===== config.mk =====
export PLATFORM = sky130hd
export DESIGN_NAME = exec_wb
export DESIGN_NICKNAME = d
export VERILOG_FILES = /design/src/hw/exec_wb_pkg.sv /design/src/hw/wb_rec_if.sv /design/src/hw/exec_unit.sv /design/src/hw/exec_wb.sv /design/src/hw/reg_csr_file.sv /design/src/hw/wb_queue.sv
export VERILOG_INCLUDE_DIRS = /design/src /design/src/hw
export SDC_FILE = /design/constraint.sdc
export NUM_CORES = 2
export LEC_CHECK = 0
export ABC_CLOCK_PERIOD_IN_PS = 9100
export BUFFER_PORTS_ARGS = -buffer_cell sky130_fd_sc_hd__buf_2
export CAP_MARGIN = 20
export CORE_UTILIZATION = 28
export CTS_CLUSTER_SIZE = 14
export DETAILED_ROUTE_END_ITERATION = 12
export PLACE_DENSITY_LB_ADDON = 0.05
export SYNTH_ARGS = -nofsm -noshare
export SYNTH_HDL_FRONTEND = slang
export SYNTH_SLANG_ARGS = --single-unit

===== constraint.sdc =====
create_clock -name clk -period 9.1 [get_ports clk]
set_input_delay 0.91 -clock clk [delete_from_list [all_inputs] [get_ports clk]]
set_output_delay 0.91 -clock clk [all_outputs]
set_load 0.02 [all_outputs]

===== src/hw/exec_wb_config.svh =====
`ifndef EXEC_WB_CONFIG_SVH
`define EXEC_WB_CONFIG_SVH

// datapath widths.
`define XLEN            32
`define REG_ADDR_WIDTH  5
`define CSR_ADDR_WIDTH  12

// machine CSR numbers.
`define CSR_MSTATUS     12'h300
`define CSR_MTVEC       12'h305
`define CSR_MEPC        12'h341
`define CSR_MCAUSE      12'h342
`define CSR_MVENDORID   12'hF11
`define CSR_MARCHID     12'hF12

// read-only identity words.
`define MVENDORID_VALUE 32'h0000_0000
`define MARCHID_VALUE   32'h0000_0017

// mstatus comes out of reset in machine mode with mpp = 3.
`define MSTATUS_RESET_VALUE 32'h0000_1800
`define MPP_MACHINE     2'b11

`define CAUSE_ECALL_M   32'd11

`define WB_QUEUE_DEPTH  4

`endif


===== src/hw/exec_wb_pkg.sv =====
`default_nettype none

`include "exec_wb_config.svh"

package exec_wb_pkg;

    typedef enum logic [2:0] {
        op_add,
        op_sub,
        op_and,
        op_or,
        op_xor,
        op_csr_swap,
        op_ecall,
        op_mret
    } op_e;

    // what the commit stage does with a record.
    typedef enum logic [1:0] {
        kind_gpr,
        kind_csr_swap,
        kind_trap,
        kind_ret
    } kind_e;

    typedef struct packed {
        kind_e                       kind;
        logic [`REG_ADDR_WIDTH-1:0]  rd;
        logic [`XLEN-1:0]            value;
        logic [`CSR_ADDR_WIDTH-1:0]  csr_addr;
        logic [`XLEN-1:0]            pc;
        logic [`XLEN-1:0]            cause;
    } wb_rec_t;

    typedef struct packed {
        logic [31:13] rsvd_hi;
        logic [1:0]   mpp;
        logic [10:8]  rsvd_mid;
        logic         mpie;
        logic [6:4]   rsvd_lo;
        logic         mie;
        logic [2:0]   rsvd_wpri;
    } mstatus_t;

    // raw view for csr access, field view for trap entry and return.
    typedef union packed {
        logic [`XLEN-1:0] raw;
        mstatus_t         f;
    } mstatus_u;

endpackage

`default_nettype wire


===== src/hw/wb_rec_if.sv =====
`timescale 1ns/1ps
`default_nettype none

// one writeback record with a valid/ready handshake.
interface wb_rec_if;
    import exec_wb_pkg::*;

    logic    valid;
    logic    ready;
    wb_rec_t rec;

    // producer side.
    modport source (
        output valid,
        output rec,
        input  ready
    );

    // consumer side.
    modport sink (
        input  valid,
        input  rec,
        output ready
    );

endinterface

`default_nettype wire


===== src/hw/exec_unit.sv =====
`timescale 1ns/1ps
`default_nettype none

`include "exec_wb_config.svh"

module exec_unit (
    input  logic                        clk,
    input  logic                        rst,
    input  logic                        cmd_valid,
    output logic                        cmd_ready,
    input  exec_wb_pkg::op_e            cmd_op,
    input  logic [`REG_ADDR_WIDTH-1:0]  cmd_rd,
    input  logic [`CSR_ADDR_WIDTH-1:0]  cmd_csr_addr,
    input  logic [`XLEN-1:0]            cmd_a,
    input  logic [`XLEN-1:0]            cmd_b,
    input  logic [`XLEN-1:0]            cmd_pc,
    wb_rec_if.source                    out
);
    import exec_wb_pkg::*;

    wb_rec_t          next_rec;
    logic [`XLEN-1:0] alu_result;
    logic             accept;

    // take a new command when the output stage is free or draining.
    assign cmd_ready = ~rst & (~out.valid | out.ready);
    assign accept    = cmd_valid & cmd_ready;

    always_comb begin
        case (cmd_op)
            op_add:  alu_result = cmd_a + cmd_b;
            op_sub:  alu_result = cmd_a - cmd_b;
            op_and:  alu_result = cmd_a & cmd_b;
            op_or:   alu_result = cmd_a | cmd_b;
            op_xor:  alu_result = cmd_a ^ cmd_b;
            default: alu_result = '0;
        endcase
    end

    always_comb begin
        next_rec.kind     = kind_gpr;
        next_rec.rd       = cmd_rd;
        next_rec.value    = alu_result;
        next_rec.csr_addr = cmd_csr_addr;
        next_rec.pc       = cmd_pc;
        next_rec.cause    = '0;
        case (cmd_op)
            op_csr_swap: begin
                // operand a becomes the new csr value.
                next_rec.kind  = kind_csr_swap;
                next_rec.value = cmd_a;
            end
            op_ecall: begin
                next_rec.kind  = kind_trap;
                next_rec.rd    = '0;
                next_rec.value = cmd_pc;
                next_rec.cause = `CAUSE_ECALL_M;
            end
            op_mret: begin
                next_rec.kind  = kind_ret;
                next_rec.rd    = '0;
                next_rec.value = cmd_pc;
            end
            default: begin
            end
        endcase
    end

    always_ff @(posedge clk) begin
        if (rst) begin
            out.valid <= 1'b0;
        end else if (accept) begin
            out.valid <= 1'b1;
        end else if (out.ready) begin
            out.valid <= 1'b0;
        end
    end

    // loaded on each accepted command.
    always_ff @(posedge clk) begin
        if (accept) begin
            out.rec <= next_rec;
        end
    end

    // a stalled record must wait unchanged for the queue.
    a_rec_stable: assert property (
        @(posedge clk) disable iff (rst)
        out.valid && !out.ready |=> out.valid && $stable(out.rec)
    );

endmodule

`default_nettype wire


===== src/hw/exec_wb.sv =====
`timescale 1ns/1ps
`default_nettype none

`include "exec_wb_config.svh"

module exec_wb (
    input  logic                        clk,
    input  logic                        rst,
    input  logic                        commit_hold,
    input  logic                        cmd_valid,
    output logic                        cmd_ready,
    input  exec_wb_pkg::op_e            cmd_op,
    input  logic [`REG_ADDR_WIDTH-1:0]  cmd_rd,
    input  logic [`CSR_ADDR_WIDTH-1:0]  cmd_csr_addr,
    input  logic [`XLEN-1:0]            cmd_a,
    input  logic [`XLEN-1:0]            cmd_b,
    input  logic [`XLEN-1:0]            cmd_pc,
    input  logic [`REG_ADDR_WIDTH-1:0]  raddr1,
    input  logic [`REG_ADDR_WIDTH-1:0]  raddr2,
    output logic [`XLEN-1:0]            rdata1,
    output logic [`XLEN-1:0]            rdata2,
    input  logic [`CSR_ADDR_WIDTH-1:0]  csr_raddr,
    output logic [`XLEN-1:0]            csr_rdata,
    output logic                        retire_valid,
    output logic [`REG_ADDR_WIDTH-1:0]  retire_rd,
    output logic [`XLEN-1:0]            retire_data,
    output logic                        redirect_valid,
    output logic [`XLEN-1:0]            redirect_pc
);

    wb_rec_if ex_to_q ();
    wb_rec_if q_to_wb ();

    exec_unit u_exec (
        .clk          (clk),
        .rst          (rst),
        .cmd_valid    (cmd_valid),
        .cmd_ready    (cmd_ready),
        .cmd_op       (cmd_op),
        .cmd_rd       (cmd_rd),
        .cmd_csr_addr (cmd_csr_addr),
        .cmd_a        (cmd_a),
        .cmd_b        (cmd_b),
        .cmd_pc       (cmd_pc),
        .out          (ex_to_q.source)
    );

    // lets execution run ahead while commit is held.
    wb_queue #(
        .depth (`WB_QUEUE_DEPTH)
    ) u_queue (
        .clk (clk),
        .rst (rst),
        .in  (ex_to_q.sink),
        .out (q_to_wb.source)
    );

    reg_csr_file u_rf (
        .clk            (clk),
        .rst            (rst),
        .commit_hold    (commit_hold),
        .in             (q_to_wb.sink),
        .raddr1         (raddr1),
        .raddr2         (raddr2),
        .rdata1         (rdata1),
        .rdata2         (rdata2),
        .csr_raddr      (csr_raddr),
        .csr_rdata      (csr_rdata),
        .retire_valid   (retire_valid),
        .retire_rd      (retire_rd),
        .retire_data    (retire_data),
        .redirect_valid (redirect_valid),
        .redirect_pc    (redirect_pc)
    );

endmodule

`default_nettype wire


===== src/hw/reg_csr_file.sv =====
`timescale 1ns/1ps
`default_nettype none

`include "exec_wb_config.svh"

module reg_csr_file (
    input  logic                        clk,
    input  logic                        rst,
    input  logic                        commit_hold,
    wb_rec_if.sink                      in,
    input  logic [`REG_ADDR_WIDTH-1:0]  raddr1,
    input  logic [`REG_ADDR_WIDTH-1:0]  raddr2,
    output logic [`XLEN-1:0]            rdata1,
    output logic [`XLEN-1:0]            rdata2,
    input  logic [`CSR_ADDR_WIDTH-1:0]  csr_raddr,
    output logic [`XLEN-1:0]            csr_rdata,
    output logic                        retire_valid,
    output logic [`REG_ADDR_WIDTH-1:0]  retire_rd,
    output logic [`XLEN-1:0]            retire_data,
    output logic                        redirect_valid,
    output logic [`XLEN-1:0]            redirect_pc
);
    import exec_wb_pkg::*;

    localparam int num_regs = 2 ** `REG_ADDR_WIDTH;

    logic [`XLEN-1:0] gpr [num_regs];
    mstatus_u         mstatus;
    logic [`XLEN-1:0] mtvec;
    logic [`XLEN-1:0] mepc;
    logic [`XLEN-1:0] mcause;

    logic             take;
    logic             rd_we;
    logic             is_redirect;
    logic [`XLEN-1:0] old_csr;
    logic [`XLEN-1:0] rd_wdata;
    logic [`XLEN-1:0] next_pc;

    // unknown addresses read as zero.
    function automatic logic [`XLEN-1:0] csr_read(input logic [`CSR_ADDR_WIDTH-1:0] addr);
        case (addr)
            `CSR_MSTATUS:   return mstatus.raw;
            `CSR_MTVEC:     return mtvec;
            `CSR_MEPC:      return mepc;
            `CSR_MCAUSE:    return mcause;
            `CSR_MVENDORID: return `MVENDORID_VALUE;
            `CSR_MARCHID:   return `MARCHID_VALUE;
            default:        return '0;
        endcase
    endfunction

    assign in.ready = ~rst & ~commit_hold;
    assign take     = in.valid & in.ready;

    always_comb begin
        csr_rdata = csr_read(csr_raddr);
    end

    always_comb begin
        old_csr = csr_read(in.rec.csr_addr);
    end

    assign rd_we = take && (in.rec.kind == kind_gpr || in.rec.kind == kind_csr_swap)
                   && (in.rec.rd != '0);
    assign rd_wdata    = (in.rec.kind == kind_csr_swap) ? old_csr : in.rec.value;
    assign is_redirect = (in.rec.kind == kind_trap) || (in.rec.kind == kind_ret);
    assign next_pc     = (in.rec.kind == kind_trap) ? mtvec : mepc;

    always_ff @(posedge clk) begin
        if (rd_we) begin
            gpr[in.rec.rd] <= rd_wdata;
        end
    end

    // x0 is never written, so force it here.
    assign rdata1 = (raddr1 == '0) ? '0 : gpr[raddr1];
    assign rdata2 = (raddr2 == '0) ? '0 : gpr[raddr2];

    always_ff @(posedge clk) begin
        if (rst) begin
            mstatus.raw <= `MSTATUS_RESET_VALUE;
            mtvec       <= '0;
            mepc        <= '0;
            mcause      <= '0;
        end else if (take) begin
            case (in.rec.kind)
                kind_csr_swap: begin
                    // identity registers ignore writes.
                    case (in.rec.csr_addr)
                        `CSR_MSTATUS: mstatus.raw <= in.rec.value;
                        `CSR_MTVEC:   mtvec       <= in.rec.value;
                        `CSR_MEPC:    mepc        <= in.rec.value;
                        `CSR_MCAUSE:  mcause      <= in.rec.value;
                        default: begin
                        end
                    endcase
                end
                kind_trap: begin
                    mepc           <= in.rec.pc;
                    mcause         <= in.rec.cause;
                    mstatus.f.mpie <= mstatus.f.mie;
                    mstatus.f.mie  <= 1'b0;
                    mstatus.f.mpp  <= `MPP_MACHINE;
                end
                kind_ret: begin
                    mstatus.f.mie  <= mstatus.f.mpie;
                    mstatus.f.mpie <= 1'b1;
                end
                default: begin
                end
            endcase
        end
    end

    always_ff @(posedge clk) begin
        if (rst) begin
            retire_valid   <= 1'b0;
            redirect_valid <= 1'b0;
        end else begin
            retire_valid   <= take;
            redirect_valid <= take & is_redirect;
        end
    end

    // retire trace payload.
    always_ff @(posedge clk) begin
        if (take) begin
            retire_rd   <= in.rec.rd;
            retire_data <= rd_we ? rd_wdata : '0;
            redirect_pc <= next_pc;
        end
    end

    a_redirect_on_retire: assert property (
        @(posedge clk) disable iff (rst)
        redirect_valid |-> retire_valid
    );

endmodule

`default_nettype wire


===== src/hw/wb_queue.sv =====
`timescale 1ns/1ps
`default_nettype none

`include "exec_wb_config.svh"

module wb_queue #(
    parameter int depth = `WB_QUEUE_DEPTH
) (
    input  logic     clk,
    input  logic     rst,
    wb_rec_if.sink   in,
    wb_rec_if.source out
);
    import exec_wb_pkg::*;

    localparam int ptr_w = (depth > 1) ? $clog2(depth) : 1;
    localparam int cnt_w = $clog2(depth + 1);

    wb_rec_t           mem [depth];
    logic [ptr_w-1:0]  wr_ptr;
    logic [ptr_w-1:0]  rd_ptr;
    logic [cnt_w-1:0]  count;
    logic              push;
    logic              pop;

    function automatic logic [ptr_w-1:0] next_ptr(input logic [ptr_w-1:0] ptr);
        if (ptr == ptr_w'(depth - 1)) begin
            return '0;
        end
        return ptr + 1'b1;
    endfunction

    assign in.ready  = (count != cnt_w'(depth));
    assign out.valid = (count != '0);
    assign out.rec   = mem[rd_ptr];

    assign push = in.valid & in.ready;
    assign pop  = out.valid & out.ready;

    always_ff @(posedge clk) begin
        if (push) begin
            mem[wr_ptr] <= in.rec;
        end
    end

    always_ff @(posedge clk) begin
        if (rst) begin
            wr_ptr <= '0;
            rd_ptr <= '0;
            count  <= '0;
        end else begin
            if (push) begin
                wr_ptr <= next_ptr(wr_ptr);
            end
            if (pop) begin
                rd_ptr <= next_ptr(rd_ptr);
            end
            // push and pop together leave the count alone.
            case ({push, pop})
                2'b10:   count <= count + 1'b1;
                2'b01:   count <= count - 1'b1;
                default: count <= count;
            endcase
        end
    end

    a_no_push_full: assert property (
        @(posedge clk) disable iff (rst)
        (count == cnt_w'(depth)) |-> !push
    );

    a_no_pop_empty: assert property (
        @(posedge clk) disable iff (rst)
        (count == '0) |-> !pop
    );

endmodule

`default_nettype wire


# == Word-level counts from Yosys, hierarchy flattened ==
# Memories as Yosys holds them, arrays and structs flattened. A register that Yosys moved wholly into a read port is not among the register bits.
# Cells that the tools add are included.
# word_totals
ramBits,1484
out_inout_bits,168
mem_count,2
register_bits,322
elab_cells,128
# op_classes
n_eq_ne,28
n_reduce_logical,21
n_bitwise,13
addsub,6
muxes,37
# mem_list
name,depth,width,rd,rd_clocked_by_memory_dff,wr,line,source
u_rf.gpr,32,32,2,0,1,reg_csr_file.sv:27,logic [`XLEN-1:0] gpr [num_regs];
u_queue.mem,4,115,1,1,1,wb_queue.sv:19,wb_rec_t mem [depth];
# op_table
operator,n
$pmux 32 s5,3
$mux 32,6
$pmux 32 s2,3
$eq 12x10->1 const B,8
$add 32x32->32,1
$and 32x32->32,1
$or 32x32->32,1
$sub 32x32->32,1
$xor 32x32->32,1
$eq 12x12->1 const B,2
$reduce_and 3->1,6
$mux 13,1
$eq 3x3->1 const B,4
$mux 1,12
$mux 2,6
$eq 2x2->1 const B,5
$logic_not 5->1,2
$and 1x1->1,6
$eq 3x2->1 const B,2
$ne 2x2->1 const B,3
$pmux 1 s3,2
$pmux 2 s3,1
$pmux 3 s2,1
$reduce_bool 2->1,3
other kinds (17),24

# == Depth between registers and ports, before layout ==
# depth
word_depth,8
depth_mapped,18
mapped_depth_nobuf,18

# == Hierarchy ==
# A second synthesis with hierarchy kept.
# unflattened
hier_cells,4911
hier_area_um2,81784.7
# modules_own_cells
module,seq_area_each_um2,area_per_inst_um2,cells_each,instances
reg_csr_file,35424.0,57118.5,3448,1
wb_queue,13993.4,17052.6,653,1
exec_unit,2542.4,7613.6,810,1

# == Worst setup path before layout ==
# Ideal clock, no wire load.
# synth_timing
path_kind,input port to flip-flop
start,in cmd_op[1]
end,"reg, netlist name u_exec.out.rec[107]"
arrival_ns,4.356
setup_slack_ns,4.483
stages,17
required_time_ns,8.839
path_cell_list,clkbuf_1 > or2_2 > clkbuf_1 > nor2_1 > clkbuf_1 > nor2_1 > xnor2_1 > ha_1 > o21a_1 > o31a_1 > o41a_1 > a2bb2oi_2 > o211ai_1 > a31o_2 > a31oi_1 > xnor2_1 > a221o_1
# synth_rtl
element,line,source
"start, declared",exec_wb.sv:12,"input exec_wb_pkg::op_e cmd_op,"

# == Worst setup path in the final report ==
# layout_timing
start,in raddr1[0]
end,out rdata1[12]
# layout_via
elab_chain_len,2
elab_cells_between_ends,3
# layout_rtl
element,line,source
"start, declared",exec_wb.sv:18,"input logic [`REG_ADDR_WIDTH-1:0] raddr1,"
$mem_v2 32x32 or $logic_not 5->1 (tied branches),-,
$mux 32 (*),reg_csr_file.sv:77,assign rdata1 = (raddr1 == '0) ? '0 : gpr[raddr1];
"end, declared",exec_wb.sv:20,"output logic [`XLEN-1:0] rdata1,"
# Every way passes the cells marked *; elsewhere a longest branch is shown, timed or not.

==> results <==
- The run finished with clean final reports.
- CTS placed an instance of sky130_fd_sc_hd__clkbuf_16 at the clock tree root.
- TritonCTS built the clock tree.
- The per-instance average area after synthesis is 17.3 um2.
- After detailed routing, the average wire length per cell comes to 31.0 um.
- Setup repair after global routing left no endpoint under its margin.
- The clock latency of the later-clocked register in the worst-skew pair is 0.84 ns.
- The number of failing hold endpoints at the final stage came to 0.
- The die covers about 270000 um2.
- The unique cell type count in the Yosys netlist is 73.
- The clock-pin slew of the registers on the worst-case setup and hold paths is 0.06 ns.
- The number of remaining DRC errors is 0.
- The number of port buffers is 309.
- The mapped netlist covers 76200 um2.
- Cell internal power was estimated by the tool at between 10 and 15 mW.
- Of the post-synthesis cell area, the dominant cell type holds 0.596.
- The total overflow left after global routing is 0.
- The total global routing track utilization is 0.192.
- During synthesis, Yosys emitted a total of 0 warnings.
- The slew at the pin closest to its max-slew limit is 1.13 ns.
- Entering global routing, the biggest net connects between 100 and 150 pins.
- For the final database, setup skew stands at 0.0365 ns.
- The worst path needs about 5.2 ns of the cycle, external delays included.
- The async set or reset register ratio after synthesis is 0.
- The overall power of the completed layout is 18.3 mW.
- After detailed routing, the number of vias per cell comes to just over 5.
- The flip-flop and latch count after synthesis is 1653.
- The number of antenna violations at the first check in global routing is 8.
- Setup total negative slack on the finished layout was measured at 0 ns.
- The congestion estimate from routability-driven global placement came to roughly 0.79.
- The final layout contains routed wiring with a total length of ~260 mm.
- Summed over all nets, the half-perimeter wirelength after detailed placement is 157 mm.
- The proportion of total power due to net switching is 0.248.
- The post-route non-filler standard cell count is 8491.
- The highest ir drop seen on vdd is 0.000166 V.
- The largest fanout on the critical path is 81.
- Buffers added to address setup during post-CTS repair amount to 0.
- The highest-delay cell along the critical path is sky130_fd_sc_hd__buf_12.
- The final count of negative-setup-slack endpoints is 0.
- The vertical extent of the die is 524 um.
- 310 I/O pins were placed.
- The period utilization is 0.568.
- The wire length of the first global-routing pass is 368 mm.
- The total number of vias is roughly 44k.
- In this run the number of H-tree levels came out at 4.
- The analysis attributes to net switching a power of 4.54 mW.
- For the worst setup path, the data required time is approximately 8.2 ns.
- In the synthesized netlist, the number of instances is 4408.
- Buffers inserted to repair hold after CTS numbered 0.
- STA classifies the critical path startpoint as an input pin.
- The remaining max-slew budget at the tightest pin is 0.245.
- The number of enable-type register cells in the synthesized netlist is 1513.
- The worst min-delay path category is input pin to flop.
- The initial standard-cell utilization of the core is 0.281.
- The total count of max-transition violations in the final report was 0.
- The worst hold slack is 0.244 ns.
- The power density over cell area is 206 nW/um2.
- The count of clock tree sinks is ~1.7k.
- Row generation in the floorplan step produced 191 rows.
- The synthesized design spends more area on one cell type than any other, namely sky130_fd_sc_hd__edfxtp_1.
- In this run, post-CTS repair resized a total of 0 instances.
- The number of max-capacitance violations reported is 0.
- The kind of capture point of the worst setup path is an output pin.
- The most prevalent standard cell on the critical path is sky130_fd_sc_hd__mux4_2.
- The static leakage is roughly 29 nW.
- The die width is 524 um.
- The pre-antenna-repair detailed-routing pass consisted of 7 iterations.
- The area growth from synthesis to final layout is 16.5%.
- Based on the critical path, the design can be clocked at up to 0.194 GHz.
- The number of placed instances, taps included, is slightly above 8k.
- The final core utilization is 0.328.
- The clock buffer count from CTS is ~200.
- The core region is 271000 um2.
- Traced cell by cell, the critical path runs through buf_8 > buf_12 > mux4_2 > mux4_2 > mux2i_1 > nor2_1 > buf_2.
- The power share of the sequential group is 0.475.
- The proportion of power drawn by the clock network is 0.419.
- The count of routing violations after the opening detailed-route iteration is ~3.7k.
- The number of global-route vias before repair is 45.3k.
- The most used flip-flop cell after synthesis is sky130_fd_sc_hd__edfxtp_1.
- At the worst endpoint, the arrival time is around 4.3 ns.
- The share of cells above drive strength 1 is 0.320.
- The remaining antenna violation count is 0.
- No sink is reached through more buffers than the 3 on the longest clock path.
- The worst setup path is of the input pin to output pin kind.
- Of the synthesized area, sequential elements account for 0.633.
- The delay of the slowest critical-path stage is 0.65 ns.
- Of the total power, combinational logic draws 0.107.
- After synthesis, the cell types taking the most area are sky130_fd_sc_hd__edfxtp_1 (60%), sky130_fd_sc_hd__mux4_2 (21%), sky130_fd_sc_hd__dfxtp_1 (3.7%).
- In the final design database the tool counted 5004 nets.
[cells in the mapped netlist, drive strengths merged, types with 4 or more instances]
cell type	n
clkbuf	197
ha	102
a211oi	5
dfxtp	140
mux2i	65
a221oi	59
a22o	32
a31o	4
xor2	15
nand3b	5
nor4	6
nor3	13
a211o	6
nor2	223
buf	111
o21a	9
nand2b	11
a21oi	209
and2	14
o21ai	108
o22ai	5
nand4	5
inv	87
xnor2	40
and3	14
a31oi	11
a22oi	65
a221o	7
mux4	723
o211ai	5
edfxtp	1513
nand2	441
nor2b	9
a21o	13
or3	5
o31ai	9
nand3	50
a311oi	37
[placed cells by master (no fill, tap or decap), drive strengths merged, types with 87 or more instances in the layout]
cell	instances
nor2	223
buf	430
edfxtp	1513
clkinv	87
ha	102
inv	89
o21ai	108
mux4	723
dfxtp	140
nand2	441
clkbuf	252
a21oi	209
[stage by stage]
| step | worst slack [ns] | area, um2 |
|---|---|---|
| final | 3.93 | 88800 |
| after global routing | 3.58 | 88800 |
| after CTS | 3.71 | 88800 |
| after detailed placement | 3.45 | 82600 |
| after global placement | 3.43 | 82600 |
| after floorplan | 4.48 | 76300 |
[worst paths after layout]
check,from,end,slack [ns],cells after the start
hold / removal,cmd_csr_addr[10],u_exec.out.rec[74],0.24,1
hold reg to reg,u_rf.mcause[14],u_rf.mcause[14],0.47,2
setup / recovery,raddr1[0],rdata1[12],3.93,7
setup reg to reg,flop,u_rf.gpr[28][1],4.06,7
[area by class of cell]
cell class                 count  area [um2]
antenna                        2        5.00
clock buffer                 252        5250
clock inverter               106         926
fill                       26000      182000
inverter                      87         329
multi-input combinational   2391       27000
sequential                  1653       48200
tap                         3570        4470
timing repair buffer         430        2610
[kinds of logic after synthesis]
| kind of cell | count (synthesis) | share of synthesized area |
|---|---|---|
| XOR/XNOR | 55 | 0.00632 |
| AO/OA/AOI/OAI | 601 | 0.0548 |
| AND/OR/NAND/NOR | 810 | 0.0448 |
| adder cells (fa/ha/maj) | 104 | 0.0173 |
| flip-flops | 1653 | 0.633 |
| buffers and inverters | 395 | 0.0212 |
| other | 1 | 0.0000492 |
| multiplexers | 789 | 0.222 |
[per-layer routing]
metal | GRT usage | wire length (um) | part of all wire
met3 | 0.0325 | 12000 | 0.046
met5 | 0 | 17 | 0.000065
met1 | 0.254 | 115000 | 0.44
met2 | 0.327 | 131000 | 0.50
met4 | 0.0447 | 5510 | 0.021
[worst max-delay path, delay by kind of cell]
| family | cells | cell delay [ns] |
|---|---|---|
| buf+inv | 3 | 1.39 |
| simple gates | 1 | 0.07 |
| mux | 3 | 1.74 |
[power by group through the flow]
stage	Clock (mW)	Combinational [mW]	Sequential [mW]
floorplan	0	1.21	8.83
global placement	0	2.00	8.84
detailed placement	0	2.00	8.84
CTS	7.89	2.00	8.68
global route	8.14	2.12	8.69
finish	7.65	1.95	8.68
[state kept, by name, summed over array words and instances (netlist names), 32 cells and up, named ones only]
register          count
u_rf.gpr           1024
u_rf.mepc            32
u_rf.redirect_pc     32
u_queue.mem         336
u_rf.mtvec           32
u_rf.mstatus         32
u_rf.retire_data     32
u_exec.out.rec       84
u_rf.mcause          32
Note: power is estimated with default switching activity, not from simulation.
